$ cat src/fifo_config.svh
// macros for SRAM ring depth, address width, word buffer depth, thresholds and version
`ifndef FIFO_CONFIG_SVH
`define FIFO_CONFIG_SVH

// ring size in 16-bit halfwords, kept even so a word never straddles the wrap
`define SRAM_DEPTH 512

// address lines on the external SRAM
`define SRAM_ADDR_W 20

// on-chip buffer ahead of the ring, in 32-bit words
`define WORD_BUF_DEPTH 16

// threshold reset values in percent of full scale
`define ALMOST_FULL_PCT 95
`define ALMOST_EMPTY_PCT 5

// readback value of the control register
`define FIFO_VERSION 1

`endif
$ cat src/fifo_sram_pkg.sv
// package fifo_sram_pkg with the sram_cmd_t drive, fill_status_t and rd_state_e types
`default_nettype none
`include "fifo_config.svh"

package fifo_sram_pkg;

    // everything driven toward the SRAM in one cycle
    typedef struct packed {
        logic [`SRAM_ADDR_W-1:0] addr;
        logic [15:0]             wdata;
        logic                    we_b;  // plain write strobe, low for one cycle
        logic                    oe_b;  // low during a fetch
    } sram_cmd_t;

    // fill state of the ring, derived from the pointers
    typedef struct packed {
        logic [`SRAM_ADDR_W:0] count; // halfwords stored
        logic                  empty;
        logic                  full;
    } fill_status_t;

    // readout sequence
    typedef enum logic [1:0] {
        RD_WAIT  = 2'd0, // nothing held, ring empty
        RD_FETCH = 2'd1, // SRAM read cycle
        RD_HOLD  = 2'd2  // halfword held for the reader
    } rd_state_e;

endpackage

`default_nettype wire

$ cat src/fifo_bus_pkg.sv
// package fifo_bus_pkg with the bus_req_t transfer struct and the reg_addr_e register map
`default_nettype none

package fifo_bus_pkg;

    // one register bus transfer as seen on a clock edge
    typedef struct packed {
        logic [15:0] add;      // byte address
        logic [7:0]  data_in;  // write data
        logic        rd;
        logic        wr;
    } bus_req_t;

    // register map
    // addresses 1 and 2 also take the threshold writes
    typedef enum logic [15:0] {
        REG_CTRL  = 16'd0, // soft reset on write, version on read
        REG_SIZE0 = 16'd1, // byte count bits 7..0, almost-full on write
        REG_SIZE1 = 16'd2, // byte count bits 15..8, almost-empty on write
        REG_SIZE2 = 16'd3, // byte count bits 23..16
        REG_RDERR = 16'd4  // saturating read error count
    } reg_addr_e;

endpackage

`default_nettype wire

$ cat src/sram_fifo_top.sv
// module sram_fifo_top, word buffer, ring controller, byte readout and register bank
`default_nettype none

module sram_fifo_top (
    input  wire                            BUS_CLK,
    input  wire                            RST,
    input  wire fifo_bus_pkg::bus_req_t    bus,
    input  wire                            fifo_empty_in,
    input  wire  [31:0]                    fifo_data,
    input  wire  [15:0]                    sram_rdata,
    input  wire                            usb_read,
    output logic [7:0]                     bus_data_out,
    output logic                           read_next,
    output fifo_sram_pkg::sram_cmd_t       sram,
    output logic                           byte_ready,
    output logic [7:0]                     usb_data,
    output logic                           fifo_not_empty,
    output logic                           fifo_full,
    output logic                           fifo_near_full,
    output logic                           fifo_read_error
);

    import fifo_sram_pkg::*;

    logic         clr;
    logic         buf_empty;
    logic [31:0]  buf_word;
    logic         buf_pop;
    logic         fetch;
    logic [7:0]   rd_err_count;
    fill_status_t fill;

    word_buffer i_word_buffer (
        .BUS_CLK       (BUS_CLK),
        .clr           (clr),
        .fifo_empty_in (fifo_empty_in),
        .fifo_data     (fifo_data),
        .buf_pop       (buf_pop),
        .read_next     (read_next),
        .buf_empty     (buf_empty),
        .buf_word      (buf_word)
    );

    sram_ring_ctrl i_sram_ring_ctrl (
        .BUS_CLK   (BUS_CLK),
        .clr       (clr),
        .buf_empty (buf_empty),
        .buf_word  (buf_word),
        .fetch     (fetch),
        .buf_pop   (buf_pop),
        .sram      (sram),
        .fill      (fill)
    );

    byte_readout i_byte_readout (
        .BUS_CLK      (BUS_CLK),
        .clr          (clr),
        .fill         (fill),
        .sram_rdata   (sram_rdata),
        .usb_read     (usb_read),
        .fetch        (fetch),
        .byte_ready   (byte_ready),
        .usb_data     (usb_data),
        .rd_err_count (rd_err_count)
    );

    fifo_regs i_fifo_regs (
        .BUS_CLK        (BUS_CLK),
        .RST            (RST),
        .bus            (bus),
        .fill           (fill),
        .byte_ready     (byte_ready),
        .rd_err_count   (rd_err_count),
        .clr            (clr),
        .bus_data_out   (bus_data_out),
        .fifo_near_full (fifo_near_full)
    );

    assign fifo_not_empty  = !fill.empty;
    assign fifo_full       = fill.full;
    assign fifo_read_error = (rd_err_count != 8'd0);

endmodule

`default_nettype wire

$ cat src/fifo_regs.sv
// module fifo_regs, register bank with soft reset, byte count and near-full flag
`default_nettype none
`include "fifo_config.svh"

module fifo_regs (
    input  wire                                BUS_CLK,
    input  wire                                RST,
    input  wire fifo_bus_pkg::bus_req_t        bus,
    input  wire fifo_sram_pkg::fill_status_t   fill,
    input  wire                                byte_ready,
    input  wire  [7:0]                         rd_err_count,
    output logic                               clr,
    output logic [7:0]                         bus_data_out,
    output logic                               fifo_near_full
);

    import fifo_bus_pkg::*;

    localparam int unsigned DEPTH      = `SRAM_DEPTH;
    localparam logic [7:0]  AF_DEFAULT = 8'(255 * `ALMOST_FULL_PCT / 100);
    localparam logic [7:0]  AE_DEFAULT = 8'(255 * `ALMOST_EMPTY_PCT / 100);

    logic [7:0]            almost_full;
    logic [7:0]            almost_empty;
    logic [`SRAM_ADDR_W:0] hw_count;   // ring plus the held halfword
    logic [23:0]           byte_count;
    logic [31:0]           hw_level;
    logic [31:0]           set_level;
    logic [31:0]           clr_level;

    assign clr = RST || (bus.wr && bus.add == REG_CTRL);

    // threshold writes share addresses 1 and 2 with the size readback
    always_ff @(posedge BUS_CLK) begin
        if (clr) begin
            almost_full  <= AF_DEFAULT;
            almost_empty <= AE_DEFAULT;
        end else if (bus.wr && bus.add == REG_SIZE0) begin
            almost_full <= bus.data_in;
        end else if (bus.wr && bus.add == REG_SIZE1) begin
            almost_empty <= bus.data_in;
        end
    end

    always_ff @(posedge BUS_CLK) begin
        hw_count <= fill.count + (`SRAM_ADDR_W + 1)'(byte_ready);
    end

    assign byte_count = {2'b00, hw_count, 1'b0};
    assign hw_level   = 32'(hw_count);
    assign set_level  = ((32'(almost_full) + 32'd1) * DEPTH) >> 8;
    assign clr_level  = ((32'(almost_empty) + 32'd1) * DEPTH) >> 8;

    always_ff @(posedge BUS_CLK) begin
        case (bus.add)
            REG_CTRL:  bus_data_out <= 8'(`FIFO_VERSION);
            REG_SIZE0: bus_data_out <= byte_count[7:0];
            REG_SIZE1: bus_data_out <= byte_count[15:8];
            REG_SIZE2: bus_data_out <= byte_count[23:16];
            REG_RDERR: bus_data_out <= rd_err_count;
            default:   bus_data_out <= 8'd0;
        endcase
    end

    // hysteresis, set high and clear low
    always_ff @(posedge BUS_CLK) begin
        if (clr) begin
            fifo_near_full <= 1'b0;
        end else if (hw_level >= set_level) begin
            fifo_near_full <= 1'b1;
        end else if (hw_level <= clr_level || hw_count == '0) begin
            fifo_near_full <= 1'b0;
        end
    end

endmodule

`default_nettype wire

$ cat src/byte_readout.sv
// module byte_readout, halfword prefetch FSM, byte select and read error counter
`default_nettype none

module byte_readout (
    input  wire                                BUS_CLK,
    input  wire                                clr,
    input  wire fifo_sram_pkg::fill_status_t   fill,
    input  wire  [15:0]                        sram_rdata,
    input  wire                                usb_read,
    output logic                               fetch,
    output logic                               byte_ready,
    output logic [7:0]                         usb_data,
    output logic [7:0]                         rd_err_count
);

    import fifo_sram_pkg::*;

    rd_state_e   state;
    rd_state_e   state_next;
    logic        byte_sel;  // 0 low byte, 1 high byte
    logic [15:0] hold_hw;

    always_comb begin
        state_next = state;
        case (state)
            RD_WAIT: begin
                if (!fill.empty) begin
                    state_next = RD_FETCH;
                end
            end
            RD_FETCH: state_next = RD_HOLD;
            RD_HOLD: begin
                if (usb_read && byte_sel) begin // high byte taken
                    state_next = fill.empty ? RD_WAIT : RD_FETCH;
                end
            end
            default: state_next = RD_WAIT;
        endcase
    end

    always_ff @(posedge BUS_CLK) begin
        if (clr) begin
            state    <= RD_WAIT;
            byte_sel <= 1'b0;
        end else begin
            state <= state_next;
            if (state == RD_FETCH) begin
                byte_sel <= 1'b0;
            end else if (state == RD_HOLD && usb_read) begin
                byte_sel <= !byte_sel;
            end
        end
    end

    always_ff @(posedge BUS_CLK) begin
        if (state == RD_FETCH) begin
            hold_hw <= sram_rdata; // async SRAM data settles within the cycle
        end
    end

    assign fetch      = (state == RD_FETCH);
    assign byte_ready = (state == RD_HOLD);
    assign usb_data   = byte_sel ? hold_hw[15:8] : hold_hw[7:0];

    // saturating count of reads with nothing to give
    always_ff @(posedge BUS_CLK) begin
        if (clr) begin
            rd_err_count <= 8'd0;
        end else if (usb_read && !byte_ready && rd_err_count != 8'hff) begin
            rd_err_count <= rd_err_count + 8'd1;
        end
    end

    a_no_fetch_empty: assert property (@(posedge BUS_CLK) disable iff (clr)
        fetch |-> !fill.empty)
        else $error("fetch issued on an empty ring");

endmodule

`default_nettype wire

$ cat src/sram_ring_ctrl.sv
// module sram_ring_ctrl, ring pointers, fill detection and SRAM command generation
`default_nettype none
`include "fifo_config.svh"

module sram_ring_ctrl (
    input  wire                           BUS_CLK,
    input  wire                           clr,
    input  wire                           buf_empty,
    input  wire  [31:0]                   buf_word,
    input  wire                           fetch,
    output logic                          buf_pop,
    output fifo_sram_pkg::sram_cmd_t      sram,
    output fifo_sram_pkg::fill_status_t   fill
);

    localparam int unsigned DEPTH  = `SRAM_DEPTH;
    localparam int unsigned ADDR_W = `SRAM_ADDR_W;

    logic [ADDR_W-1:0] wr_ptr;
    logic [ADDR_W-1:0] rd_ptr;
    logic [ADDR_W-1:0] wr_ptr_next;
    logic [ADDR_W-1:0] rd_ptr_next;
    logic [ADDR_W:0]   hw_count;
    logic              ring_empty;
    logic              ring_full;
    logic              write_hw;
    logic              read_hw;

    // wrap at the ring end, not at the address width
    always_comb begin
        if (wr_ptr == ADDR_W'(DEPTH - 1)) begin
            wr_ptr_next = '0;
        end else begin
            wr_ptr_next = wr_ptr + 1'b1;
        end
        if (rd_ptr == ADDR_W'(DEPTH - 1)) begin
            rd_ptr_next = '0;
        end else begin
            rd_ptr_next = rd_ptr + 1'b1;
        end
    end

    // one slot stays free so full and empty differ
    assign ring_empty = (wr_ptr == rd_ptr);
    assign ring_full  = (wr_ptr_next == rd_ptr);

    always_comb begin
        if (wr_ptr >= rd_ptr) begin
            hw_count = {1'b0, wr_ptr} - {1'b0, rd_ptr};
        end else begin
            hw_count = {1'b0, wr_ptr} + (ADDR_W + 1)'(DEPTH) - {1'b0, rd_ptr};
        end
    end

    // a fetch owns the SRAM for its cycle
    assign write_hw = !buf_empty && !ring_full && !fetch;
    assign read_hw  = fetch && !ring_empty;

    // word leaves the buffer with its high half
    assign buf_pop = write_hw && wr_ptr[0];

    always_ff @(posedge BUS_CLK) begin
        if (clr) begin
            wr_ptr <= '0;
        end else if (write_hw) begin
            wr_ptr <= wr_ptr_next;
        end
    end

    always_ff @(posedge BUS_CLK) begin
        if (clr) begin
            rd_ptr <= '0;
        end else if (read_hw) begin
            rd_ptr <= rd_ptr_next;
        end
    end

    always_comb begin
        sram.addr  = fetch ? rd_ptr : wr_ptr;
        sram.wdata = wr_ptr[0] ? buf_word[31:16] : buf_word[15:0]; // low half first
        sram.we_b  = !write_hw;
        sram.oe_b  = !fetch;
    end

    always_comb begin
        fill.count = hw_count;
        fill.empty = ring_empty;
        fill.full  = ring_full;
    end

    // a write into a full ring would make it look empty
    a_no_write_full: assert property (@(posedge BUS_CLK) disable iff (clr)
        ring_full |=> !ring_empty)
        else $error("write pointer advanced into a full ring");

endmodule

`default_nettype wire

$ cat src/word_buffer.sv
// module word_buffer, a small circular buffer of 32-bit source words
`default_nettype none
`include "fifo_config.svh"

module word_buffer (
    input  wire         BUS_CLK,
    input  wire         clr,
    input  wire         fifo_empty_in,
    input  wire  [31:0] fifo_data,
    input  wire         buf_pop,
    output logic        read_next,
    output logic        buf_empty,
    output logic [31:0] buf_word
);

    localparam int unsigned DEPTH = `WORD_BUF_DEPTH;
    localparam int unsigned PTR_W = $clog2(DEPTH);
    localparam int unsigned CNT_W = $clog2(DEPTH + 1);

    logic [31:0]      mem [DEPTH];
    logic [PTR_W-1:0] wr_ptr;
    logic [PTR_W-1:0] rd_ptr;
    logic [CNT_W-1:0] count;
    logic             push;
    logic             pop;

    assign read_next = (count != CNT_W'(DEPTH)); // source may present its next word
    assign buf_empty = (count == '0);
    assign buf_word  = mem[rd_ptr];

    assign push = !fifo_empty_in && read_next;
    assign pop  = buf_pop && !buf_empty;

    always_ff @(posedge BUS_CLK) begin
        if (push) begin
            mem[wr_ptr] <= fifo_data;
        end
    end

    always_ff @(posedge BUS_CLK) begin
        if (clr) begin
            wr_ptr <= '0;
            rd_ptr <= '0;
            count  <= '0;
        end else begin
            if (push) begin
                wr_ptr <= (wr_ptr == PTR_W'(DEPTH - 1)) ? '0 : wr_ptr + 1'b1;
            end
            if (pop) begin
                rd_ptr <= (rd_ptr == PTR_W'(DEPTH - 1)) ? '0 : rd_ptr + 1'b1;
            end
            case ({push, pop})
                2'b10:   count <= count + 1'b1;
                2'b01:   count <= count - 1'b1;
                default: count <= count; // both or neither
            endcase
        end
    end

    // the ring controller only pops a word it has fully written
    a_no_pop_empty: assert property (@(posedge BUS_CLK) disable iff (clr)
        buf_pop |-> !buf_empty)
        else $error("word_buffer popped while empty");

    // pointers meet when full and a push past that would part them
    a_no_push_full: assert property (@(posedge BUS_CLK) disable iff (clr)
        (count == CNT_W'(DEPTH)) |-> (wr_ptr == rd_ptr))
        else $error("word_buffer pushed while full");

endmodule

`default_nettype wire

$ cat config.mk
export PLATFORM = sky130hd
export DESIGN_NAME = sram_fifo_top
export DESIGN_NICKNAME = d
export VERILOG_FILES = /design/src/fifo_sram_pkg.sv /design/src/fifo_bus_pkg.sv /design/src/sram_fifo_top.sv /design/src/fifo_regs.sv /design/src/byte_readout.sv /design/src/sram_ring_ctrl.sv /design/src/word_buffer.sv
export VERILOG_INCLUDE_DIRS = /design/src
export SDC_FILE = /design/constraint.sdc
export NUM_CORES = 1
export LEC_CHECK = 0
export BUFFER_PORTS_ARGS = -buffer_cell sky130_fd_sc_hd__buf_4
export CORE_MARGIN = 5
export CORE_UTILIZATION = 40
export DETAILED_ROUTE_END_ITERATION = 6
export PLACE_DENSITY = 0.65
export RECOVER_POWER = 25
export SYNTH_ARGS = -nofsm -noshare
export SYNTH_HDL_FRONTEND = slang
export SYNTH_SLANG_ARGS = --single-unit
$ cat constraint.sdc
create_clock -name BUS_CLK -period 5.85 [get_ports BUS_CLK]
set_input_delay 0.2925 -clock BUS_CLK [delete_from_list [all_inputs] [get_ports BUS_CLK]]
set_output_delay 0.2925 -clock BUS_CLK [all_outputs]
set_load 0.02 [all_outputs]
# Yosys cells after proc, flatten, opt, wreduce, memory -nomap -nowiden
# Memory sizes are Yosys's and may differ from the RTL's. A register that Yosys moved wholly into a read port is not among the register bits.
# Index checks and enable logic that the tools add are counted.
# word_totals
ff_bits,126
ram_bits,512
in_bits,78
output_inout_bits,60
word_cells,103
n_memories,1
# op_classes
addsub,13
order_cmp,3
n_eq_ne,18
n_mux,20
bitwise_logic,1
n_reduce_logical,33
# memory_table
name,words,word_bits,rd,rd_clocked_by_memory_dff,wr,line,rtl
i_word_buffer.mem,16,32,1,1,1,word_buffer.sv:20,logic [31:0] mem [DEPTH];
# op_table
cell,n
20-bit 2-to-1 mux,3
20-bit by 1-bit adder with 20-bit output (second input constant),2
20-bit equality test,2
20-bit by 9-bit equality test with 1-bit output (second input constant),2
8-bit case mux with 5 select lines,1
16-bit by 2-bit equality test with 1-bit output (second input constant),2
21-bit by 24-bit greater-or-equal comparator with 1-bit output,1
21-bit by 24-bit less-or-equal comparator with 1-bit output,1
20-bit by 10-bit adder with 21-bit output (second input constant),1
21-bit by 1-bit adder with 21-bit output,1
21-bit logical NOT,1
21-bit 2-to-1 mux,1
20-bit by 20-bit subtractor with 21-bit output,1
21-bit by 20-bit subtractor with 21-bit output,1
20-bit greater-or-equal comparator,1
8-bit by 1-bit adder with 9-bit output (second input constant),2
16-bit by 1-bit equality test with 1-bit output (second input constant),1
16-bit by 3-bit equality test with 1-bit output (second input constant),1
16-bit logical NOT,1
16-bit 2-to-1 mux,1
4-bit 2-to-1 mux,4
1-bit logical AND,13
5-bit case mux with 2 select lines,1
4-bit by 1-bit adder with 4-bit output (second input constant),2
other kinds (22),41

# Depth between registers and ports, before layout
# Gate-level depths: netlist of run 1.
# depth
word_depth,10
ltp_mapped,21
ltp_nobuf,19

# Hierarchy
# A second synthesis of run 1 with hierarchy kept.
# hier_totals
hier_cells,2010
hier_area_um2,29408.2
# by_module_without_submodules
module,n_inst,cells_per_inst,area_per_inst_um2,seq_area_each_um2
word_buffer,1,912,20194.4,15715.1
sram_ring_ctrl,1,731,5515.3,800.8
fifo_regs,1,272,2516.2,920.9
byte_readout,1,91,1162.4,700.7
sram_fifo_top,1,4,20.0,0.0

# Worst setup path before layout of run 1
# No wires, ideal clock.
# synth_path
path_type,register to register
start,register i_sram_ring_ctrl.wr_ptr[4]
end,register i_word_buffer.count[4]
setup_time_ps,70
arrival_time_ps,4306
required_ps,5780
slack_ps,1474
path_stages_with_launch,22
n_path_buf,3
period_less_slack_ps,4376
path_cell_list,dfxtp_1 -> buf_2 -> nand4_4 -> or4_1 -> buf_2 -> nor2_1 -> xnor2_1 -> nand2_1 -> or4b_1 -> o41a_1 -> inv_2 -> buf_6 -> nor2_1 -> ha_1 -> inv_1 -> fa_1 -> inv_1 -> a21o_1 -> a21oi_1 -> xnor2_1 -> or3_1 -> a21oi_1
# synth_between
elab_chain_len,10
word_cells_on_any_way,13
classes_between,add/sub: 1; eq/ne: 4; mux: 2; reduce/logical: 6
# synth_rtl
element,line,rtl
start: declaration,sram_ring_ctrl.sv:19,logic [ADDR_W-1:0] wr_ptr;
start signal: assignment,sram_ring_ctrl.sv:66,wr_ptr <= wr_ptr_next;
20-bit by 1-bit adder with 20-bit output / 20-bit by 9-bit equality test with 1-bit output (equally long branches),"sram_ring_ctrl.sv:34, sram_ring_ctrl.sv:31",
20-bit 2-to-1 mux *,sram_ring_ctrl.sv:31,if (wr_ptr == ADDR_W'(DEPTH - 1)) begin
20-bit equality test *,sram_ring_ctrl.sv:45,assign ring_full = (wr_ptr_next == rd_ptr);
1-bit logical NOT *,sram_ring_ctrl.sv:56,assign write_hw = !buf_empty && !ring_full && !fetch;
1-bit logical AND * (2 in a row),sram_ring_ctrl.sv:56,
1-bit logical AND *,sram_ring_ctrl.sv:60,assign buf_pop = write_hw && wr_ptr[0];
1-bit logical AND *,word_buffer.sv:32,assign pop = buf_pop && !buf_empty;
2-bit by 1-bit equality test with 1-bit output / 2-bit equality test (equally long branches),word_buffer.sv:52,"case ({push, pop})"
5-bit case mux with 2 select lines / 2-bit nonzero test (equally long branches),-,
end signal: assignment,word_buffer.sv:53,2'b10: count <= count + 1'b1;
end signal: assignment,word_buffer.sv:54,2'b01: count <= count - 1'b1;
end signal: assignment,word_buffer.sv:55,default: count <= count;
end: declaration,word_buffer.sv:23,logic [CNT_W-1:0] count;
# Every way passes the cells marked *; elsewhere a longest branch is shown, timed or not.
# A chain may end at the register's enable or synchronous reset.

# Final worst setup path of run 1
# layout_path
start,register i_sram_ring_ctrl.wr_ptr[1]
end,register i_word_buffer.count[4]
# Same word-level chain as after synthesis.

==> out/metrics.cfg, run 1 <==
[status]
status=complete, no violations

[finish]
fin_nets=2455
drive_gt1_frac=0.202
area_growth_pct=17.3

[job]
maxCapViolCount=0

[synthesis]
post_synth_main_area_contributors=edfxtp_1 53%, mux4_2 12%, dfxtp_1 7.7%, ha_1 3.2%, nand2_1 2.5%
syn_nets=2246
synth_common_cells=528 x edfxtp_1, 195 x nand2_1, 160 x mux4_2
synth_top_area_share=0.534
synth_cell_type_count=88
syn_area_um2=29700
yosysWarnings=0
synth_ff_type=edfxtp_1
postSynth.asyncResetShare=0
yosysMostFrequentCell=edfxtp_1
synth_seq_area_share=0.611
synth_area_leader_cell=edfxtp_1
syn_avg_cell_area_um2=14.3
ys_ff_latch=642
synth_edf_count=528
synth_cells=2073

[grt]
grt_pass1_vias=18805
grt_use_total=0.194
grt_max_degree=71
antenna_found_initial=2
grt_pass1_wl_mm=117
grt-ovfl-total=0

[clock_network]
clock_latency_ns=0.62
htree_levels=3
cts_made_buffers=71
cts_tree=done
cts_sinks=642
clock_path_buffers=3
path_clk_slew_ns=0.07
cts-root-buf=clkbuf_16
post_cts_buffers=0

[placement]
gp_congestion=0.925
place.detailed.hpwl_mm=50.1
portBuffers=136
pre_cts_ws_ns=0.907

[routing]
vias_per_cell=5.67
num_vias=18750
drtIter0Drc=1780
wl_per_cell_um=23.7
wl_mm=78.4
dr.pass1.iters=5
postRouteAntennaNets=0
drc=0

[pwr]
p_per_area_nw_per_um2=342
peakVddDrop_mv=0.321
p_leak_nw=11.6

[floorplanning]
die_w_um=282
die_area_um2=79800
ios=138
core-area_um2=74100
start_util=0.401
die_h_um=282
rows=100

[setup_path]
path_class=flip-flop to flip-flop
crit_family=simple AND/OR/NAND/NOR gates
cp_slowest_stage_delay_ns=0.54
reg2reg_from=i_sram_ring_ctrl.wr_ptr[1]
critical_path.max_fanout=8
ff2ff_setup_slack_ns=0.82
cp_num_buf_inv=3
endpoint_kind=flip-flop
crit_chain=ha_1, and2_1, nand4_1, or2_0, a31oi_1, nand4_1, or4b_1, o41a_1, inv_2, nor2_1, ha_1, inv_1, fa_1, inv_1, a21o_1, a21oi_1, xnor2_1, or3_1, a21oi_1
rr_endpoint=i_word_buffer.count[4]
cp_slowest_cell=dfxtp_1
reg2reg_depth=19
critPathLaunchType=flip-flop
cp.arrival_ns=5.55
cp.required_ns=6.37

[sta]
relSlewSlack=0.256
finalSetupViolations=0
slew_violations=0
finalSetupTns_ns=0
fin_crit_ns=5.03
fin_crit_sh=0.860
max_freq_mhz=199
hold_viol=0
rsz0062_at_grt=no
setup_ws_ns=0.820
worst_pin_slew_ns=1.12
worst_clock_skew_ns=0.0375

[worst_hold_path]
hp-start=bus[0]
hold_class=primary input to flip-flop
worstHoldPathCells=3
hold_end=i_fifo_regs.almost_full[4]

-- cell type report --
class	instances	area, um^2
diodes	1	2.50
well taps	969	1210
clock buffers	86	1840
inverters	101	379
fillers	6382	39200
flip-flops and latches	642	18100
multi-input cells	1239	10900
clock inverters	44	538
repair buffers	227	1810
-- how the worst max path moves through the flow --
stage                                from                      to  slack (ns)  depth (start not counted)
6_report       i_sram_ring_ctrl.wr_ptr[1]  i_word_buffer.count[4]        0.82                         19
4_1_cts        i_sram_ring_ctrl.wr_ptr[1]  i_word_buffer.count[4]        0.87                         19
3_5_place_dp   i_sram_ring_ctrl.wr_ptr[1]  i_word_buffer.count[4]        0.91                         19
3_3_place_gp   i_sram_ring_ctrl.wr_ptr[1]  i_word_buffer.count[4]        1.06                         19
2_1_floorplan  i_sram_ring_ctrl.wr_ptr[4]  i_word_buffer.count[4]        1.47                         21
5_1_grt        i_sram_ring_ctrl.wr_ptr[1]  i_word_buffer.count[4]        0.52                         19
-- sequential cells by signal, indices dropped and copies added (netlist names), named ones only --
signal                       cells
i_fifo_regs.fifo_near_full       1
i_byte_readout.rd_err_count      8
i_byte_readout.state             2
i_word_buffer.count              5
i_fifo_regs.hw_count            21
i_sram_ring_ctrl.rd_ptr         20
i_fifo_regs.almost_empty         8
i_word_buffer.rd_ptr             4
i_word_buffer.mem              512
i_word_buffer.wr_ptr             4
i_fifo_regs.bus_data_out         8
i_fifo_regs.almost_full          8
i_byte_readout.hold_hw          16
i_sram_ring_ctrl.wr_ptr         20
i_byte_readout.byte_sel          1
-- metrics by stage --
| step | instances | area (um^2) | hold slack, ns | power, mW | utilization |
|---|---|---|---|---|---|
| 6_report | 3309 | 34800 | 0.0492 | 11.9 | 0.470 |
| 5_1_grt | 3308 | 34800 | 0.0430 | 12.4 | 0.470 |
| 4_1_cts | 3308 | 34900 | 0.0201 | 12.0 | 0.471 |
| 3_5_place_dp | 3121 | 32000 | 0.464 | 7.48 | 0.432 |
| 3_3_place_gp | 3121 | 32000 | 0.446 | 7.45 | 0.432 |
| 2_1_floorplan | 2073 | 29700 | 0.391 | 6.73 | - |
-- repair_timing --
item	in CTS	in global routing
setup endpoints to repair	0	0
hold endpoints to repair	545	0
hold buffers	57	0
gates resized for setup	0	0
-- worst register-to-register path, stage by stage (launching register included) --
cell	delay (ns)
dfxtp_1	0.54
ha_1	0.39
and2_1	0.27
nand4_1	0.23
or2_0	0.42
a31oi_1	0.25
nand4_1	0.16
or4b_1	0.53
o41a_1	0.41
inv_2	0.07
nor2_1	0.10
ha_1	0.27
inv_1	0.12
fa_1	0.23
inv_1	0.06
a21o_1	0.18
a21oi_1	0.17
xnor2_1	0.09
or3_1	0.31
a21oi_1	0.14
-- cell families (layout without fill, tap and decap cells) --
kind of cell,Yosys count,count (layout),share of synthesized area
buffers and inverters,192,458,0.0255
multiplexers,179,179,0.128
other,0,1,0
AO/OA/AOI/OAI,284,284,0.0633
AND/OR/NAND/NOR,574,574,0.0955
XOR/XNOR,107,107,0.0316
flip-flops,642,642,0.611
adder cells (fa/ha/maj),95,95,0.0451
-- layout by cell type, fill, tap and decap left out, types with 10 or more instances in the layout --
cell and count:
and3_1 11, clkinv_1 14, nor4_1 23, nor2b_1 15
mux2_2 10, a211oi_1 10, clkbuf_16 71, a21oi_1 67
ha_1 75, fa_1 20, inv_1 98, xor2_1 32
nor3_1 39, nor2_1 97, buf_4 130, edfxtp_1 528
mux4_2 160, dlygate4sd3_1 57, nand2_1 195, clkbuf_1 35
clkbuf_4 16, o21ai_0 64, or3_1 11, a31oi_1 22
nand4_1 26, o21a_1 10, nand3_1 71, xnor2_1 75
nor2_4 12, dfxtp_1 110
-- routing by layer --
layer | wire, um | vias up | global-route usage
met2 | 40000 | 591 | 0.339
met5 | 13 | - | 0
met4 | 2350 | 2 | 0.0585
met1 | 31600 | 9621 | 0.250
li1 | - | 8413 | -
met3 | 4430 | 123 | 0.0319
-- power breakdown --
| group | total [mW] | switching (mW) | internal [mW] |
|---|---|---|---|
| combinational | 2.15 | 1.25 | 0.905 |
| sequential | 5.26 | 0.155 | 5.11 |
| clock | 4.50 | 1.90 | 2.60 |
| total | 11.9 | 3.30 | 8.61 |
No activity file was read; power rests on OpenSTA's default activity.
==> run 2: changes to the inputs <==
--- a/config.mk
+++ b/config.mk
@@ -7,10 +7,12 @@
 export NUM_CORES = 1
 export LEC_CHECK = 0
 export BUFFER_PORTS_ARGS = -buffer_cell sky130_fd_sc_hd__buf_4
+export CELL_PAD_IN_SITES_DETAIL_PLACEMENT = 2
+export CELL_PAD_IN_SITES_GLOBAL_PLACEMENT = 2
 export CORE_MARGIN = 5
 export CORE_UTILIZATION = 40
 export DETAILED_ROUTE_END_ITERATION = 6
-export PLACE_DENSITY = 0.65
+export PLACE_DENSITY = 0.81
 export RECOVER_POWER = 25
 export SYNTH_ARGS = -nofsm -noshare
 export SYNTH_HDL_FRONTEND = slang
==> run 2 against run 1 <==
  * Final cell count is 0.18% higher
  * Critical path type unchanged
  * Utilization hardly changed
  * Global-route usage increased by 4.7 points
  * Largest power group unchanged
  * Wire length grew 23%
  * Largest cell class unchanged
  * Critical endpoint unchanged
  * Setup slack got worse by 0.10 ns
==> out/metrics.cfg, run 2 (same netlist as run 1, synthesis figures left out) <==
[status]
status=complete, no violations

[finish]
area_growth_pct=17.5
utilization=0.471
antenna_cells=0
largest_reg_flops=512
largest_register=i_word_buffer.mem
design_area_um2=34900
drive_gt1_frac=0.202
layout_common_cells=528 x edfxtp_1, 195 x nand2_1, 160 x mux4_2, 135 x buf_4, 110 x dfxtp_1
final_common_cell=edfxtp_1
fin_nets=2460
reg_top3=i_word_buffer.mem: 512 flops, i_fifo_regs.hw_count: 21 flops

[sta]
max_freq_mhz=195
slew_violations=0
finalSetupViolations=0
worst_clock_skew_ns=0.0305
fin_crit_ns=5.13
rsz0062_at_grt=no
worst_pin_slew_ns=1.14
fin_crit_sh=0.878
relSlewSlack=0.230
hold_viol=0
finalSetupTns_ns=0

[clock_network]
cts_sinks=642
clock_latency_ns=0.62
clock_path_buffers=3
path_clk_slew_ns=0.06
postCtsResizedCells=0
cts-root-buf=clkbuf_16
htree_levels=3
cts_made_buffers=72
cts_tree=done
post_cts_buffers=0

[floorplanning]
core-area_um2=74100
die_w_um=282
start_util=0.401
die_h_um=282
ios=138
die_area_um2=79800
rows=100

[placement]
gp_congestion=0.877
portBuffers=136
place.detailed.hpwl_mm=62.3
placed_area_um2=32000

[setup_path]
worstSetupStartpoint=i_sram_ring_ctrl.wr_ptr[0]
critPathLaunchType=flip-flop
endpoint_kind=flip-flop
critical_path.max_fanout=25
reg2reg_depth=19
reg2reg_from=i_sram_ring_ctrl.wr_ptr[0]
path_class=flip-flop to flip-flop
cp.arrival_ns=5.68
ff2ff_setup_slack_ns=0.72
rr_endpoint=i_word_buffer.count[4]
cp.required_ns=6.40
endpoint=i_word_buffer.count[4]

[pwr]
p_per_area_nw_per_um2=350
p_leak_nw=11.6
peakVddDrop_mv=0.390

[job]
maxCapViolCount=0

[grt]
grt_max_degree=56
antenna_found_initial=2
grt_use_total=0.241
grt_pass1_vias=21475
grt-ovfl-total=0
grt_pass1_wl_mm=143

[worst_hold_path]
hold_class=primary input to flip-flop
hp-start=bus[12]

[routing]
vias_per_cell=5.89
wl_mm=96.6
num_vias=19516
postRouteAntennaNets=0
dr.pass1.iters=5
drc=0
wl_per_cell_um=29.1
drtIter0Drc=1445

[run 2: cell types whose count changed in the layout (fill, tap and decap cells not counted), sizes merged]
cell,previous run,this run
clkbuf,123,133
clkinv,29,24
buf,133,137
clkinvlp,5,4
diode,1,0
bufinv,7,6
[run 2: final cells by class]
type                            count  area, um^2
Clock buffer                       96        1970
Clock inverter                     37         425
Fill cell                        7059       39200
Inverter                          101         379
Multi-Input combinational cell   1239       10900
Sequential cell                   642       18100
Tap cell                          969        1210
Timing Repair Buffer              231        1820
[run 2: through the flow]
| step | setup slack [ns] | std cells | power (mW) | hold WS [ns] |
|---|---|---|---|---|
| 4_1_cts | 0.694 | 3315 | 12.3 | 0.00207 |
| 5_1_grt | 0.489 | 3315 | 12.7 | 0.0480 |
| 2_1_floorplan | 1.47 | 2073 | 6.73 | 0.391 |
| 6_report | 0.717 | 3315 | 12.2 | 0.0402 |
| 3_5_place_dp | 0.689 | 3125 | 7.61 | 0.461 |
| 3_3_place_gp | 0.933 | 3125 | 7.49 | 0.443 |
[run 2: worst min-delay path by stage]
stage,cells after the start,slack (ns),to
2_1_floorplan,0,0.39,i_byte_readout.hold_hw[0]
3_3_place_gp,1,0.44,i_byte_readout.state[0]
3_5_place_dp,1,0.46,i_byte_readout.state[0]
4_1_cts,4,0.002,i_fifo_regs.bus_data_out[0]
5_1_grt,4,0.05,i_fifo_regs.bus_data_out[0]
6_report,4,0.04,i_fifo_regs.bus_data_out[0]
[run 2: power breakdown]
group,switching [mW],internal [mW],total (mW)
Clock,1.98,2.67,4.65
Combinational,1.37,0.901,2.27
Sequential,0.166,5.11,5.27
Total,3.51,8.68,12.2
[run 2: metal layers]
metal  part of all wire  GRT usage  up-vias
li1                   -          -     8427
met1               0.39      0.297    10252
met2               0.52      0.429      653
met3              0.056     0.0414      180
met4              0.036     0.0854        4
met5            0.00027          0        -
[run 2: critical path: stages (launching register included)]
cell     delay [ns]
dfxtp_1        0.35
buf_4          0.36
nand3_1        0.36
or4_1          0.77
nor2_1         0.22
xnor2_1        0.14
nand2_1        0.07
or4b_1         0.57
o41a_1         0.46
inv_2          0.09
nor2_1         0.09
ha_1           0.27
inv_1          0.12
fa_1           0.23
inv_1          0.06
a21o_1         0.18
a21oi_1        0.18
xnor2_1        0.09
or3_1          0.31
a21oi_1        0.14
[run 2: repair_timing]
action / CTS / global route
hold endpoints to repair: 546 / 0
hold buffers: 57 / 0
endpoints found under the setup margin: 0 / 0
